[src/verilog/lv_core_pkg.sv]
// shared LV core widths and register map; CRC-8 is poly 0x07, init 0x00, MSB first, no final xor
`default_nettype none

package lv_core_pkg;

// ==========================================================
// widths and vector types
// ==========================================================
localparam int REG_AW    = 7;
localparam int REG_DW    = 8;
localparam int CRC_W     = 8;
localparam int FRAME_W   = 24;
localparam int BIT_CNT_W = 6;   // headroom so over-long frames are caught

typedef logic [REG_AW-1:0]        reg_addr_t;
typedef logic [REG_DW-1:0]        reg_data_t;
typedef logic [CRC_W-1:0]         crc_t;
typedef logic [FRAME_W-CRC_W-1:0] payload_t;    // wr/err, addr, data
typedef logic [FRAME_W-1:0]       frame_t;
typedef logic [BIT_CNT_W-1:0]     bit_cnt_t;

// ==========================================================
// register map
// ==========================================================
localparam reg_addr_t ADDR_MODE      = 7'h00;   // write only
localparam reg_addr_t ADDR_STATUS    = 7'h01;   // sticky, w1c
localparam reg_addr_t ADDR_STATE     = 7'h02;   // read only
localparam reg_addr_t ADDR_DEAD_TIME = 7'h03;   // cfg state only
localparam reg_addr_t ADDR_BGR_TRIM  = 7'h04;   // cfg state only

// mode register bits
localparam int MODE_CFG_BIT = 0;
localparam int MODE_NML_BIT = 1;
localparam int MODE_RST_BIT = 2;

// status bits 1..3 (uv, ov, dead time) force the fault state, spi error does not
localparam reg_data_t FAULT_MASK = 8'b0000_1110;

localparam crc_t CRC_POLY = 8'h07;

typedef enum logic [1:0] {
    ST_STANDBY = 2'd0,
    ST_CFG     = 2'd1,
    ST_NORMAL  = 2'd2,
    ST_FAULT   = 2'd3
} ctrl_state_t;

// bitwise CRC over the 16 bit payload
function automatic crc_t crc8(input payload_t data);
    crc_t crc;
    logic fb;
    crc = '0;
    for (int i = FRAME_W - CRC_W - 1; i >= 0; i--) begin
        fb  = crc[CRC_W-1] ^ data[i];
        crc = {crc[CRC_W-2:0], 1'b0};
        if (fb) begin
            crc = crc ^ CRC_POLY;
        end
    end
    return crc;
endfunction

endpackage

`default_nettype wire

[src/verilog/reg_req_if.sv]
// register request bus; no back-pressure, the bank acks exactly one cycle after req rises
`timescale 1ns/10ps
`default_nettype none

interface reg_req_if
    import lv_core_pkg::*;
();

// ==========================================================
// request side, held stable until ack
// ==========================================================
logic      req;
logic      wr;
reg_addr_t addr;
reg_data_t wdata;

// response side, valid with ack only
logic      ack;
reg_data_t rdata;
logic      err;

modport master (output req, wr, addr, wdata, input ack, rdata, err);

modport slave (input req, wr, addr, wdata, output ack, rdata, err);

// encoder only watches the completed access
modport monitor (input req, wr, addr, wdata, ack, rdata, err);

endinterface

`default_nettype wire

[src/verilog/spi_frame_decoder.sv]
// SPI mode 0 command slave; i_clk must be at least 8x sclk, anything but a 24 bit frame is an error
`timescale 1ns/10ps
`default_nettype none

module spi_frame_decoder
    import lv_core_pkg::*;
(
    input  logic      i_clk,
    input  logic      i_reset,
    input  logic      i_spi_sclk,
    input  logic      i_spi_csb,
    input  logic      i_spi_mosi,
    reg_req_if.master bus,
    output logic      o_spi_err,
    output logic      o_load_err
);

logic [2:0] pin_s1;     // {sclk, csb, mosi}
logic [2:0] pin_s2;
logic       sclk_d;
logic       csb_d;
logic       sclk_rise;
logic       csb_rise;
logic       csb_fall;
logic       frame_ok;
logic       frame_bad;
frame_t     shift_q;
bit_cnt_t   bit_cnt;

// ==========================================================
// pin synchroniser and edge detect
// ==========================================================
always_ff @(posedge i_clk) begin
    if (i_reset) begin
        pin_s1 <= 3'b010;   // csb idles high
        pin_s2 <= 3'b010;
        sclk_d <= 1'b0;
        csb_d  <= 1'b1;
    end else begin
        pin_s1 <= {i_spi_sclk, i_spi_csb, i_spi_mosi};
        pin_s2 <= pin_s1;
        sclk_d <= pin_s2[2];
        csb_d  <= pin_s2[1];
    end
end

assign sclk_rise = pin_s2[2] & ~sclk_d & ~pin_s2[1];
assign csb_rise  = pin_s2[1] & ~csb_d;
assign csb_fall  = ~pin_s2[1] & csb_d;

// ==========================================================
// shift in and count
// ==========================================================
always_ff @(posedge i_clk) begin
    if (i_reset) begin
        bit_cnt <= '0;
    end else if (csb_fall) begin
        bit_cnt <= '0;
    end else if (sclk_rise && bit_cnt <= bit_cnt_t'(FRAME_W)) begin
        bit_cnt <= bit_cnt + 1'b1;  // stops one past a full frame
    end
end

always_ff @(posedge i_clk) begin
    if (sclk_rise) begin
        shift_q <= {shift_q[FRAME_W-2:0], pin_s2[0]};
    end
end

assign frame_ok = (bit_cnt == bit_cnt_t'(FRAME_W)) &&
                  (shift_q[CRC_W-1:0] == crc8(shift_q[FRAME_W-1:CRC_W]));

// request issue, held until the bank acks
always_ff @(posedge i_clk) begin
    if (i_reset) begin
        bus.req   <= 1'b0;
        frame_bad <= 1'b0;
    end else begin
        frame_bad <= csb_rise & ~frame_ok;
        if (csb_rise && frame_ok) begin
            bus.req <= 1'b1;
        end else if (bus.ack) begin
            bus.req <= 1'b0;
        end
    end
end

always_ff @(posedge i_clk) begin
    if (csb_rise && frame_ok) begin
        bus.wr    <= shift_q[FRAME_W-1];
        bus.addr  <= shift_q[FRAME_W-2 -: REG_AW];
        bus.wdata <= shift_q[CRC_W +: REG_DW];
    end
end

assign o_spi_err  = frame_bad;  // to status bit 0
assign o_load_err = frame_bad;  // error response

a_req_hold : assert property (@(posedge i_clk) disable iff (i_reset)
    bus.req && !bus.ack |=> bus.req && $stable(bus.addr));

// next frame can never end before the previous access completes
a_no_overrun : assert property (@(posedge i_clk) disable iff (i_reset)
    csb_rise |-> !bus.req);

endmodule

`default_nettype wire

[src/verilog/lv_reg_bank.sv]
// LV register bank with a fixed one cycle ack; dead time and trim are writable only in ST_CFG
`timescale 1ns/10ps
`default_nettype none

module lv_reg_bank
    import lv_core_pkg::*;
(
    input  logic        i_clk,
    input  logic        i_reset,
    reg_req_if.slave    bus,
    input  logic        i_spi_err,
    input  logic        i_lv_vsup_uv,
    input  logic        i_lv_vsup_ov,
    input  logic        i_lv_pwm_dterr,
    input  ctrl_state_t i_state,
    output reg_data_t   o_status,
    output logic        o_cfg_req,
    output logic        o_nml_req,
    output logic        o_rst_req,
    output reg_data_t   o_dead_time,
    output reg_data_t   o_bgr_trim
);

logic [2:0] flt_s1;     // {dterr, ov, uv}
logic [2:0] flt_s2;
logic       req_q;
logic       req_new;
logic       cfg_st;
reg_data_t  sts_set;
reg_data_t  sts_clr;
reg_data_t  sts_nxt;
logic       mode_we;
logic       dt_we;
logic       trim_we;
logic       acc_err;
reg_data_t  acc_rdata;

assign req_new = bus.req & ~req_q;
assign cfg_st  = (i_state == ST_CFG);

// ==========================================================
// sticky status where a set wins over a clear in the same cycle
// ==========================================================
assign sts_set = {{(REG_DW-4){1'b0}}, flt_s2, i_spi_err};
assign sts_clr = (req_new && bus.wr && bus.addr == ADDR_STATUS) ? bus.wdata : '0;
assign sts_nxt = (o_status & ~sts_clr) | sts_set;

// ==========================================================
// access decode
// ==========================================================
always_comb begin
    acc_err   = 1'b0;
    acc_rdata = '0;
    mode_we   = 1'b0;
    dt_we     = 1'b0;
    trim_we   = 1'b0;
    case (bus.addr)
        ADDR_MODE: begin
            mode_we = bus.wr;
            acc_err = ~bus.wr;      // no read-back of mode
        end
        ADDR_STATUS: acc_rdata = sts_nxt;
        ADDR_STATE: begin
            acc_err   = bus.wr;
            acc_rdata = bus.wr ? '0 : {{(REG_DW-2){1'b0}}, i_state};
        end
        ADDR_DEAD_TIME: begin
            dt_we     = bus.wr & cfg_st;
            acc_err   = bus.wr & ~cfg_st;
            acc_rdata = dt_we ? bus.wdata : (bus.wr ? '0 : o_dead_time);
        end
        ADDR_BGR_TRIM: begin
            trim_we   = bus.wr & cfg_st;
            acc_err   = bus.wr & ~cfg_st;
            acc_rdata = trim_we ? bus.wdata : (bus.wr ? '0 : o_bgr_trim);
        end
        default: acc_err = 1'b1;    // unmapped
    endcase
end

always_ff @(posedge i_clk) begin
    if (i_reset) begin
        flt_s1      <= '0;
        flt_s2      <= '0;
        req_q       <= 1'b0;
        bus.ack     <= 1'b0;
        o_status    <= '0;
        o_cfg_req   <= 1'b0;
        o_nml_req   <= 1'b0;
        o_rst_req   <= 1'b0;
        o_dead_time <= '0;
        o_bgr_trim  <= '0;
    end else begin
        flt_s1    <= {i_lv_pwm_dterr, i_lv_vsup_ov, i_lv_vsup_uv};
        flt_s2    <= flt_s1;
        req_q     <= bus.req;
        bus.ack   <= req_new;
        o_status  <= sts_nxt;
        o_cfg_req <= req_new & mode_we & bus.wdata[MODE_CFG_BIT];
        o_nml_req <= req_new & mode_we & bus.wdata[MODE_NML_BIT];
        o_rst_req <= req_new & mode_we & bus.wdata[MODE_RST_BIT];
        if (req_new && dt_we) begin
            o_dead_time <= bus.wdata;
        end
        if (req_new && trim_we) begin
            o_bgr_trim <= bus.wdata;
        end
    end
end

// response payload that the encoder samples with ack
always_ff @(posedge i_clk) begin
    if (req_new) begin
        bus.rdata <= acc_rdata;
        bus.err   <= acc_err;
    end
end

// req still held during the ack and released right after it
a_ack_timing : assert property (@(posedge i_clk) disable iff (i_reset)
    $rose(bus.req) |=> (bus.ack && bus.req) ##1 (!bus.ack && !bus.req));

endmodule

`default_nettype wire

[src/verilog/lv_ctrl_fsm.sv]
// operating state control; any masked status bit forces ST_FAULT and only a clean status leaves it
`timescale 1ns/10ps
`default_nettype none

module lv_ctrl_fsm
    import lv_core_pkg::*;
(
    input  logic        i_clk,
    input  logic        i_reset,
    input  reg_data_t   i_status,
    input  logic        i_cfg_req,
    input  logic        i_nml_req,
    input  logic        i_rst_req,
    output ctrl_state_t o_state,
    output logic        o_pwm_en,
    output logic        o_intb_n
);

ctrl_state_t state_q;
ctrl_state_t state_nxt;
logic        fault;

assign fault = |(i_status & FAULT_MASK);

// ==========================================================
// next state
// ==========================================================
always_comb begin
    state_nxt = state_q;
    if (fault) begin
        state_nxt = ST_FAULT;   // overrides any mode request
    end else begin
        case (state_q)
            ST_STANDBY: if (i_cfg_req) state_nxt = ST_CFG;
            ST_CFG: begin
                if (i_rst_req) begin
                    state_nxt = ST_STANDBY;
                end else if (i_nml_req) begin
                    state_nxt = ST_NORMAL;
                end
            end
            ST_NORMAL: if (i_rst_req) state_nxt = ST_STANDBY;
            ST_FAULT:  if (i_rst_req) state_nxt = ST_STANDBY;
            default:   state_nxt = ST_STANDBY;
        endcase
    end
end

always_ff @(posedge i_clk) begin
    if (i_reset) begin
        state_q  <= ST_STANDBY;
        o_pwm_en <= 1'b0;
        o_intb_n <= 1'b1;
    end else begin
        state_q  <= state_nxt;
        o_pwm_en <= (state_q == ST_NORMAL) & ~fault;    // drop at once on a fault
        o_intb_n <= ~|i_status;
    end
end

assign o_state = state_q;

// pwm only comes up straight after configuration
a_pwm_after_cfg : assert property (@(posedge i_clk) disable iff (i_reset)
    $rose(o_pwm_en) |-> $past(state_q, 2) == ST_CFG);

endmodule

`default_nettype wire

[src/verilog/spi_response_encoder.sv]
// MISO driver; response is for the previous frame, first one after reset is all zeros
`timescale 1ns/10ps
`default_nettype none

module spi_response_encoder
    import lv_core_pkg::*;
(
    input  logic       i_clk,
    input  logic       i_reset,
    reg_req_if.monitor bus,
    input  logic       i_load_err,
    input  logic       i_spi_sclk,
    input  logic       i_spi_csb,
    output logic       o_spi_miso
);

logic [1:0] pin_s1;     // {sclk, csb}
logic [1:0] pin_s2;
logic       sclk_d;
logic       csb_d;
logic       sclk_fall;
logic       csb_fall;
payload_t   resp_hdr;
frame_t     resp_q;
frame_t     shift_q;

// err flag set, addr and data zero for a rejected frame
assign resp_hdr = bus.ack ? {bus.err, bus.addr, bus.rdata}
                          : {1'b1, {REG_AW{1'b0}}, {REG_DW{1'b0}}};

always_ff @(posedge i_clk) begin
    if (i_reset) begin
        pin_s1 <= 2'b01;
        pin_s2 <= 2'b01;
        sclk_d <= 1'b0;
        csb_d  <= 1'b1;
        resp_q <= '0;
    end else begin
        pin_s1 <= {i_spi_sclk, i_spi_csb};
        pin_s2 <= pin_s1;
        sclk_d <= pin_s2[1];
        csb_d  <= pin_s2[0];
        if (bus.ack || i_load_err) begin
            resp_q <= {resp_hdr, crc8(resp_hdr)};
        end
    end
end

assign sclk_fall = ~pin_s2[1] & sclk_d;
assign csb_fall  = ~pin_s2[0] & csb_d;

// ==========================================================
// shift out MSB first
// ==========================================================
always_ff @(posedge i_clk) begin
    if (csb_fall) begin
        shift_q <= resp_q;
    end else if (sclk_fall && !csb_d) begin
        shift_q <= {shift_q[FRAME_W-2:0], 1'b0};
    end
end

assign o_spi_miso = shift_q[FRAME_W-1] & ~csb_d;   // low while deselected

endmodule

`default_nettype wire

[src/verilog/lv_core.sv]
// LV core top; SPI pins are asynchronous to i_clk, which must run at least 8x sclk
`timescale 1ns/10ps
`default_nettype none

module lv_core
    import lv_core_pkg::*;
(
    input  logic      i_clk,
    input  logic      i_reset,
    input  logic      i_spi_sclk,
    input  logic      i_spi_csb,
    input  logic      i_spi_mosi,
    input  logic      i_lv_vsup_uv,
    input  logic      i_lv_vsup_ov,
    input  logic      i_lv_pwm_dterr,
    output logic      o_spi_miso,
    output logic      o_pwm_en,
    output logic      o_intb_n,
    output reg_data_t o_dead_time,
    output reg_data_t o_bgr_trim
);

// ==========================================================
// internal wiring
// ==========================================================
logic        spi_err;
logic        load_err;
reg_data_t   status;
logic        cfg_req;
logic        nml_req;
logic        rst_req;
ctrl_state_t state;

reg_req_if req_bus ();

spi_frame_decoder spi_frame_decoder_inst (
    .i_clk      (i_clk),
    .i_reset    (i_reset),
    .i_spi_sclk (i_spi_sclk),
    .i_spi_csb  (i_spi_csb),
    .i_spi_mosi (i_spi_mosi),
    .bus        (req_bus.master),
    .o_spi_err  (spi_err),
    .o_load_err (load_err)
);

lv_reg_bank lv_reg_bank_inst (
    .i_clk          (i_clk),
    .i_reset        (i_reset),
    .bus            (req_bus.slave),
    .i_spi_err      (spi_err),
    .i_lv_vsup_uv   (i_lv_vsup_uv),
    .i_lv_vsup_ov   (i_lv_vsup_ov),
    .i_lv_pwm_dterr (i_lv_pwm_dterr),
    .i_state        (state),
    .o_status       (status),
    .o_cfg_req      (cfg_req),
    .o_nml_req      (nml_req),
    .o_rst_req      (rst_req),
    .o_dead_time    (o_dead_time),
    .o_bgr_trim     (o_bgr_trim)
);

lv_ctrl_fsm lv_ctrl_fsm_inst (
    .i_clk     (i_clk),
    .i_reset   (i_reset),
    .i_status  (status),
    .i_cfg_req (cfg_req),
    .i_nml_req (nml_req),
    .i_rst_req (rst_req),
    .o_state   (state),
    .o_pwm_en  (o_pwm_en),
    .o_intb_n  (o_intb_n)
);

spi_response_encoder spi_response_encoder_inst (
    .i_clk      (i_clk),
    .i_reset    (i_reset),
    .bus        (req_bus.monitor),
    .i_load_err (load_err),
    .i_spi_sclk (i_spi_sclk),
    .i_spi_csb  (i_spi_csb),
    .o_spi_miso (o_spi_miso)
);

endmodule

`default_nettype wire

[config.mk]
export PLATFORM = sky130hd
export DESIGN_NAME = lv_core
export DESIGN_NICKNAME = d
export VERILOG_FILES = /design/src/verilog/lv_core_pkg.sv /design/src/verilog/reg_req_if.sv /design/src/verilog/spi_frame_decoder.sv /design/src/verilog/lv_reg_bank.sv /design/src/verilog/lv_ctrl_fsm.sv /design/src/verilog/spi_response_encoder.sv /design/src/verilog/lv_core.sv
export SDC_FILE = /design/constraint.sdc
export NUM_CORES = 1
export LEC_CHECK = 0
export BUFFER_PORTS_ARGS = -buffer_cell sky130_fd_sc_hd__buf_4
export CAP_MARGIN = 20
export CORE_ASPECT_RATIO = 0.5
export CORE_MARGIN = 3
export CORE_UTILIZATION = 36
export CTS_BUF_LIST = sky130_fd_sc_hd__clkbuf_8
export CTS_CLUSTER_SIZE = 24
export DETAILED_ROUTE_END_ITERATION = 8
export PLACE_DENSITY = 0.5
export SLEW_MARGIN = 20
export SYNTH_ARGS = -nofsm -noshare
export SYNTH_HDL_FRONTEND = slang
export SYNTH_HIERARCHICAL = 1
export SYNTH_SLANG_ARGS = --single-unit
[constraint.sdc]
create_clock -name i_clk -period 4.27 [get_ports i_clk]
set_clock_uncertainty 0.05 [all_clocks]
set_input_delay 0.427 -clock i_clk [delete_from_list [all_inputs] [get_ports i_clk]]
set_output_delay 0.427 -clock i_clk [all_outputs]
set_load 0.05 [all_outputs]
==> results.py, run 1 <==
metrics = {
    "synthesis": {
        "yosysSeqAreaShare_pct": 56.2,
        "synthDistinctLibCells": 62,
        "synth.avg_cell_area_sq_um": 11.8,
        "synth_flop_cell": "dfxtp_1",
        "yosys_warnings": 6,
        "synth_fp_nets": 598,
        "synth_cells": 588,
        "synth_edf_count": 73,
        "async_reset_ff_share_pct": 0,
        "syn-cell-area_sq_um": 6930,
        "ys_ff_latch": 158,
    },
    "timing": {
        "timing.fmax_ghz": 0.352,
        "post-route-min-period_ns": 2.84,
        "hold_viol_final": 0,
        "slew_violations": 0,
        "setup_viol": 0,
        "tns_ns": 0,
        "fin_crit_sh_pct": 66.5,
        "relSlewSlack_pct": 39.4,
        "hold_ws_ns": 0.109,
        "rsz0062_at_grt": "false",
        "worstMarginPinSlew_ns": 0.907,
    },
    "flow_run": {
        "max_cap_viol_count": 0,
    },
    "route": {
        "antenna_left": 0,
        "wl_microns": 14200,
        "routedWlPerCell_microns": 16.2,
        "first_pass_iters": 4,
        "via_per_inst": 4.83,
        "vias": 4246,
        "drcViolationCount": 0,
        "drt_iter0_markers": 204,
    },
    "global_routing": {
        "grt_pass1_vias": 4256,
        "antenna_found_initial": 0,
        "grt_usage_pct": 14.2,
        "overflow": 0,
        "grt_pass1_wl_microns": 23500,
        "grt_max_degree": 80,
    },
    "layout": {
        "antenna_cells": 0,
        "drive_gt1_share_pct": 17.6,
        "area.growth.synth_to_final_pct": 11.5,
        "nets": 618,
        "utilization_pct": 41.5,
        "fin_area_sq_um": 7730,
    },
    "cts": {
        "root_buffer": "clkbuf_8",
        "ctsResizeCount": 0,
        "post-cts-setup-buffers": 0,
        "h-tree-depth": 4,
        "cts.sinks": 158,
        "clk_pin_slew_ns": 0.09,
        "cts_buffers": 17,
        "cts_tree": "done",
        "clock_path_buffers": 2,
        "clock_latency_ns": 0.46,
        "ctsHoldBuffers": 0,
    },
    "worst_setup_path": {
        "path_class": "reg -> reg",
        "endpoint_kind": "flip-flop",
        "crit_required_ns": 4.36,
        "crit_path_start_kind": "flip-flop",
        "r2r_end": "spi_frame_decoder_inst/bus.wdata[7]",
        "crit_fanout": 16,
        "crit_arrival_ns": 2.93,
        "timing.rr.start": "spi_frame_decoder_inst/shift_q[21]",
        "reg2reg_slack_ns": 1.43,
        "ff2ff_path_depth": 7,
    },
    "floorplan": {
        "start_util_pct": 37.2,
        "die_h_microns": 104,
        "io_pins": 27,
        "die_w_microns": 202,
        "dieArea_sq_um": 21100,
        "rows": 35,
        "fp.coreArea_sq_um": 18700,
    },
    "status": {
        "outcome": "finished clean",
    },
    "min_path": {
        "min_to": "spi_response_encoder_inst/pin_s1[0]",
        "min_from": "i_spi_csb",
        "holdCritPathClass": "in -> reg",
        "whs_path_depth": 2,
    },
    "power": {
        "p_leak_uw": 0.00268,
        "power_density_nw_per_um2": 355,
        "power.total_uw": 2750,
        "vdd_ir_drop_max_mv": 0.183,
    },
    "placement": {
        "port_buffers": 26,
        "gp_congestion": 0.760,
        "post-dp-hpwl_microns": 9270,
        "placed_area_sq_um": 7370,
    },
}
==> synthesized netlist by cell type, drive strengths merged (4+ instances only) <==
library cell	instances	area, sq um
clkbuf	24	90.1
nor2	61	229
mux2	23	259
and2	6	40.0
edfxtp	73	2190
xnor3	9	203
a311oi	4	35.0
o22ai	9	56.3
nor3b	18	135
nand3	4	20.0
nor2b	25	156
mux2i	18	180
xnor2	39	357
nand2b	19	119
nor3	14	91.3
o21ai	10	50.1
xor2	12	105
or2	6	37.5
a32oi	5	43.8
nand2	15	56.3
a211oi	15	118
a21oi	28	140
dfxtp	85	1700
buf	7	50.1
inv	17	63.8
==> sequential cells by signal, summed over array words and instances (netlist names), 2 cells and up <==
signal / flops
spi_frame_decoder_inst/shift_q: 24
spi_response_encoder_inst/resp_q: 24
spi_response_encoder_inst/shift_q: 24
lv_reg_bank_inst/bus.rdata: 8
lv_reg_bank_inst/o_bgr_trim: 8
lv_reg_bank_inst/o_dead_time: 8
lv_reg_bank_inst/o_status: 8
spi_frame_decoder_inst/bus.wdata: 8
spi_frame_decoder_inst/bus.addr: 7
spi_frame_decoder_inst/bit_cnt: 6
lv_reg_bank_inst/flt_s1: 3
lv_reg_bank_inst/flt_s2: 3
spi_frame_decoder_inst/pin_s1: 3
spi_frame_decoder_inst/pin_s2: 3
lv_ctrl_fsm_inst/o_state: 2
spi_response_encoder_inst/pin_s1: 2
spi_response_encoder_inst/pin_s2: 2
==> placed cells by master, fill, tap and decap left out, drive strengths merged, types with 3 or more instances in the layout <==
master,netlist,final
clkinvlp,0,5
a21oi,28,28
nor3b,18,18
and3,3,3
nand2b,19,19
nor3,14,14
a211oi,15,15
nand3b,3,3
inv,17,25
nor2b,25,25
xnor3,9,9
buf,7,32
xnor2,39,39
o21ai,10,10
mux2i,18,18
edfxtp,73,73
a311oi,4,4
nor2,61,61
a32oi,5,5
nand2,15,15
a22oi,3,3
or3,3,3
and2,6,6
o22ai,9,9
or2,6,6
nand3,4,4
or3b,3,3
mux2,23,23
dfxtp,85,85
xor2,12,12
clkbuf,24,17
==> per-stage QoR <==
stage	worst slack, ns	cells
after global routing	1.24	880
after CTS	1.42	880
final	1.43	880
after detailed placement	1.42	848
after floorplan	0.735	588
after global placement	1.46	848
==> report_power, final <==
| part | leakage [uW] | internal [uW] | switching (uW) |
|---|---|---|---|
| Combinational | 0.00116 | 44.5 | 54.1 |
| Clock | 0.000169 | 420 | 618 |
| Sequential | 0.00135 | 1600 | 14.6 |
==> worst max-delay path: stages (launching register included) <==
cell and delay, ns:
edfxtp_1 0.47, xnor3_1 0.42, xor2_1 0.28, xnor2_1 0.13, or3_1 0.35, a2111o_1 0.44
nor3_2 0.12, buf_4 0.26
==> area by class of cell <==
| type | count | area, sq um |
|---|---|---|
| clock buffers | 17 | 234 |
| multi-input cells | 382 | 2850 |
| inverters | 17 | 63.8 |
| fillers | 1805 | 10900 |
| repair buffers | 32 | 240 |
| flip-flops and latches | 158 | 3890 |
| well taps | 259 | 324 |
| clock inverters | 15 | 128 |
==> cells by family (layout without fill, tap and decap cells) <==
| group | Yosys count | count (layout) | share of synthesized area [%] |
|---|---|---|---|
| AOI/OAI and AO/OA | 87 | 87 | 8.62 |
| buffers and inverters | 48 | 81 | 2.94 |
| muxes | 41 | 41 | 6.33 |
| and+or+nand+nor | 191 | 191 | 15.6 |
| adders and majority gates | 2 | 2 | 0.361 |
| DFF | 158 | 158 | 56.2 |
| xor gates and xnor gates | 61 | 61 | 9.98 |
==> metal layers <==
| layer | global-route usage [%] | part of all wire (%) | up-vias |
|---|---|---|---|
| met3 | 4.06 | 3.6 | 11 |
| met5 | 0 | 0 | - |
| met1 | 20.8 | 54 | 2048 |
| li1 | - | - | 2131 |
| met2 | 20.9 | 42 | 56 |
| met4 | 3.11 | 0.75 | 0 |
==> worst max path at each step <==
stage	to	start	slack (ns)
detailed placement	spi_frame_decoder_inst/bus.wdata[3]	spi_frame_decoder_inst/shift_q[21]	1.42
global placement	spi_frame_decoder_inst/bus.wdata[1]	spi_frame_decoder_inst/shift_q[21]	1.46
global route	spi_frame_decoder_inst/bus.wdata[4]	spi_frame_decoder_inst/shift_q[21]	1.24
CTS	spi_frame_decoder_inst/bus.wdata[4]	spi_frame_decoder_inst/shift_q[21]	1.42
floorplan	spi_frame_decoder_inst/bus.addr[0]	spi_frame_decoder_inst/shift_q[21]	0.74
finish	spi_frame_decoder_inst/bus.wdata[7]	spi_frame_decoder_inst/shift_q[21]	1.43
(Power assumes the default switching activity.)
==> run 2: changes to the inputs <==
- ABC_AREA: not set -> 1
- clock period: 4.27 -> 2.64 ns (I/O delays scaled with it)
==> run 2 against run 1 <==
Final cell count rose by 38%. Global-route usage up 1.4 points. First-iteration DRC count rose by 80%. Clock power increased by 73%. Wire length is 17% higher. Sequential cell count unchanged. Core utilization increased by 1.0 points. Highest routed layer unchanged.
==> results.py, run 2 <==
metrics = {
    "timing": {
        "post-route-min-period_ns": 2.34,
        "setup_viol": 0,
        "rsz0062_at_grt": "false",
        "worstMarginPinSlew_ns": 0.586,
        "hold_viol_final": 0,
        "slew_violations": 0,
        "hold_ws_ns": 0.150,
        "tns_ns": 0,
        "timing.fmax_ghz": 0.428,
        "relSlewSlack_pct": 60.9,
        "fin_crit_sh_pct": 88.5,
    },
    "layout": {
        "utilization_pct": 42.5,
        "mostFrequentLayoutCell": "nand2_1",
        "drive_gt1_share_pct": 16.6,
        "fin_cells": 1212,
        "most-common-layout-cells": "250 x nand2_1, 107 x inv_1, 94 x nor2_1",
        "area.growth.synth_to_final_pct": 12.9,
        "antenna_cells": 0,
        "nets": 943,
        "top_regs": "spi_frame_decoder_inst/shift_q: 24 flops, spi_response_encoder_inst/resp_q: 24 flops, spi_response_encoder_inst/shift_q: 24 flops",
    },
    "floorplan": {
        "die_w_microns": 210,
        "start_util_pct": 37.6,
        "dieArea_sq_um": 22700,
        "die_h_microns": 108,
        "rows": 36,
        "io_pins": 27,
        "fp.coreArea_sq_um": 20000,
    },
    "worst_setup_path": {
        "crit_chain": "inv_2, nand2_1, nand3_1, nand3b_1, nand2_1, inv_2, nand2_1, nand2_1, nor2_1, nand2_1, nor2_1, nand4_1, inv_1, buf_12",
        "cp_slowest_cell": "edfxtp_1",
        "path_class": "reg -> reg",
        "ff2ff_path_depth": 14,
        "crit_fanout": 16,
        "crit_arrival_ns": 2.46,
        "crit_path_start_kind": "flip-flop",
        "endpoint_kind": "flip-flop",
        "crit_family": "simple AND/OR/NAND/NOR gates",
        "r2r_end": "spi_frame_decoder_inst/bus.wdata[5]",
        "crit_required_ns": 2.76,
        "timing.rr.start": "spi_frame_decoder_inst/shift_q[23]",
        "cp_common_cell": "nand2_1",
        "reg2reg_slack_ns": 0.30,
        "critical-path-max-stage-delay_ns": 0.51,
        "crit_buf_inv": 4,
    },
    "power": {
        "p_switching_uw": 1110,
        "switching_share_pct": 24.0,
        "p_seq_share_pct": 56.3,
        "vdd_ir_drop_max_mv": 0.270,
        "p_leak_uw": 0.00381,
        "combPwrFrac_pct": 4.9,
        "intPower_uw": 3520,
        "power_density_nw_per_um2": 547,
        "clkPwrFrac_pct": 38.8,
    },
    "cts": {
        "h-tree-depth": 4,
        "cts_buffers": 17,
        "clk_pin_slew_ns": 0.08,
        "clock_path_buffers": 2,
        "cts.sinks": 158,
        "root_buffer": "clkbuf_8",
        "ctsResizeCount": 0,
        "clock_latency_ns": 0.47,
        "cts_tree": "done",
    },
    "flow_run": {
        "max_cap_viol_count": 0,
    },
    "placement": {
        "post-dp-hpwl_microns": 12100,
        "placed_cells": 1174,
        "port_buffers": 26,
        "gp_congestion": 0.820,
    },
    "global_routing": {
        "grt_usage_pct": 15.7,
        "grt_pass1_wl_microns": 27400,
        "overflow": 0,
        "antenna_found_initial": 0,
        "grt_pass1_vias": 5295,
        "grt_max_degree": 32,
    },
    "synthesis": {
        "ys_ff_latch": 158,
        "post-synth-top-count-cell": "nand2_1",
        "synthDistinctLibCells": 46,
        "async_reset_ff_share_pct": 0,
        "yosys-top-cells-count": "250 x nand2_1, 107 x inv_1, 94 x nor2_1",
        "syn-cell-area_sq_um": 7500,
        "synth.avg_cell_area_sq_um": 8.42,
        "synth_compound_area_share_pct": 5.54,
        "synth_fp_nets": 901,
        "synth_cells": 891,
        "yosys.area_share.xor_xnor_pct": 1.92,
        "muxShareOfSynthArea_pct": 3.45,
        "synth_top_area_share_pct": 29.2,
        "yosys_warnings": 6,
        "synth_top_family_by_area": "simple AND/OR/NAND/NOR gates",
        "synthAdderAreaFrac_pct": 0.334,
        "ys_top_cells_by_area": "edfxtp_1 29%, dfxtp_1 23%, nand2_1 13%, inv_1 5.4%, nand3_1 5.0%",
        "synth_top_cell_by_area": "edfxtp_1",
        "synth_edf_count": 73,
        "synth_simple_gate_area_share_pct": 29.4,
        "yosysSeqAreaShare_pct": 51.9,
        "synth_flop_cell": "dfxtp_1",
    },
    "min_path": {
        "whs_path_depth": 2,
        "min_from": "i_reset",
        "holdCritPathClass": "in -> reg",
        "min_to": "spi_response_encoder_inst/sclk_d",
    },
    "route": {
        "drt_iter0_markers": 367,
        "routedWlPerCell_microns": 13.7,
        "vias": 5651,
        "antenna_left": 0,
        "drcViolationCount": 0,
        "via_per_inst": 4.66,
        "wl_microns": 16600,
        "first_pass_iters": 5,
    },
    "status": {
        "outcome": "finished clean",
    },
}
run 2: worst max path at each step:
stage | startpoint | to | slack (ns) | depth (start not counted)
after global placement | spi_frame_decoder_inst/shift_q[23] | spi_frame_decoder_inst/bus.addr[4] | 0.35 | 14
after global routing | spi_frame_decoder_inst/shift_q[23] | spi_frame_decoder_inst/bus.wdata[5] | 0.06 | 16
after floorplan | spi_response_encoder_inst/pin_s2[1] | spi_response_encoder_inst/shift_q[0] | 0.05 | 3
after CTS | spi_frame_decoder_inst/shift_q[23] | spi_frame_decoder_inst/bus.wdata[5] | 0.30 | 16
after detailed placement | spi_frame_decoder_inst/shift_q[23] | spi_frame_decoder_inst/bus.wdata[5] | 0.32 | 16
final | spi_frame_decoder_inst/shift_q[23] | spi_frame_decoder_inst/bus.wdata[5] | 0.30 | 14
run 2: cell families (layout without fill, tap and decap cells):
family                     Yosys count  in the layout
xor gates and xnor gates            13             13
DFF                                158            158
muxes                               23             23
AOI/OAI and AO/OA                   72             72
buffers and inverters              137            192
and+or+nand+nor                    486            486
adders and majority gates            2              2
run 2: layer usage:
layer / track usage (%) / vias up / wire (microns)
met1: 21.9 / 2593 / 8710
met2: 22.8 / 79 / 6970
met4: 4.85 / 0 / 229
met5: 0 / - / 0
met3: 5.36 / 20 / 708
li1: - / 2959 / -
run 2: repair_timing:
item                                   4_1_cts  5_1_grt
setup buffers                                0        0
endpoints found under the hold margin        8        0
hold buffers                                 6        0
run 2: area by class of cell:
| type | count | area, sq um |
|---|---|---|
| Clock buffer | 17 | 234 |
| Clock inverter | 15 | 155 |
| Fill cell | 2009 | 11500 |
| Inverter | 120 | 468 |
| Multi-Input combinational cell | 596 | 3060 |
| Sequential cell | 158 | 3890 |
| Tap cell | 266 | 333 |
| Timing Repair Buffer | 40 | 328 |
run 2: worst reg2reg max path: cells and delay by family, from the launching register on:
family	cells	cell delay, ns
and+or+nand+nor	10	1.01
DFF	1	0.51
buffers and inverters	4	0.49
run 2: per-stage QoR:
step	total power [uW]	instance area, sq um	worst slack, ns
floorplan	2830	7510	0.0464
global placement	2890	8030	0.355
detailed placement	2890	8030	0.322
CTS	4720	8470	0.300
global route	4860	8470	0.0643
finish	4640	8470	0.304
run 2: power groups by stage:
stage	sequential, uW	combinational (uW)	clock, uW
after global placement	2670	217	0
final	2610	226	1800
after global routing	2620	256	1990
after CTS	2610	230	1880
after floorplan	2670	156	0
after detailed placement	2670	222	0
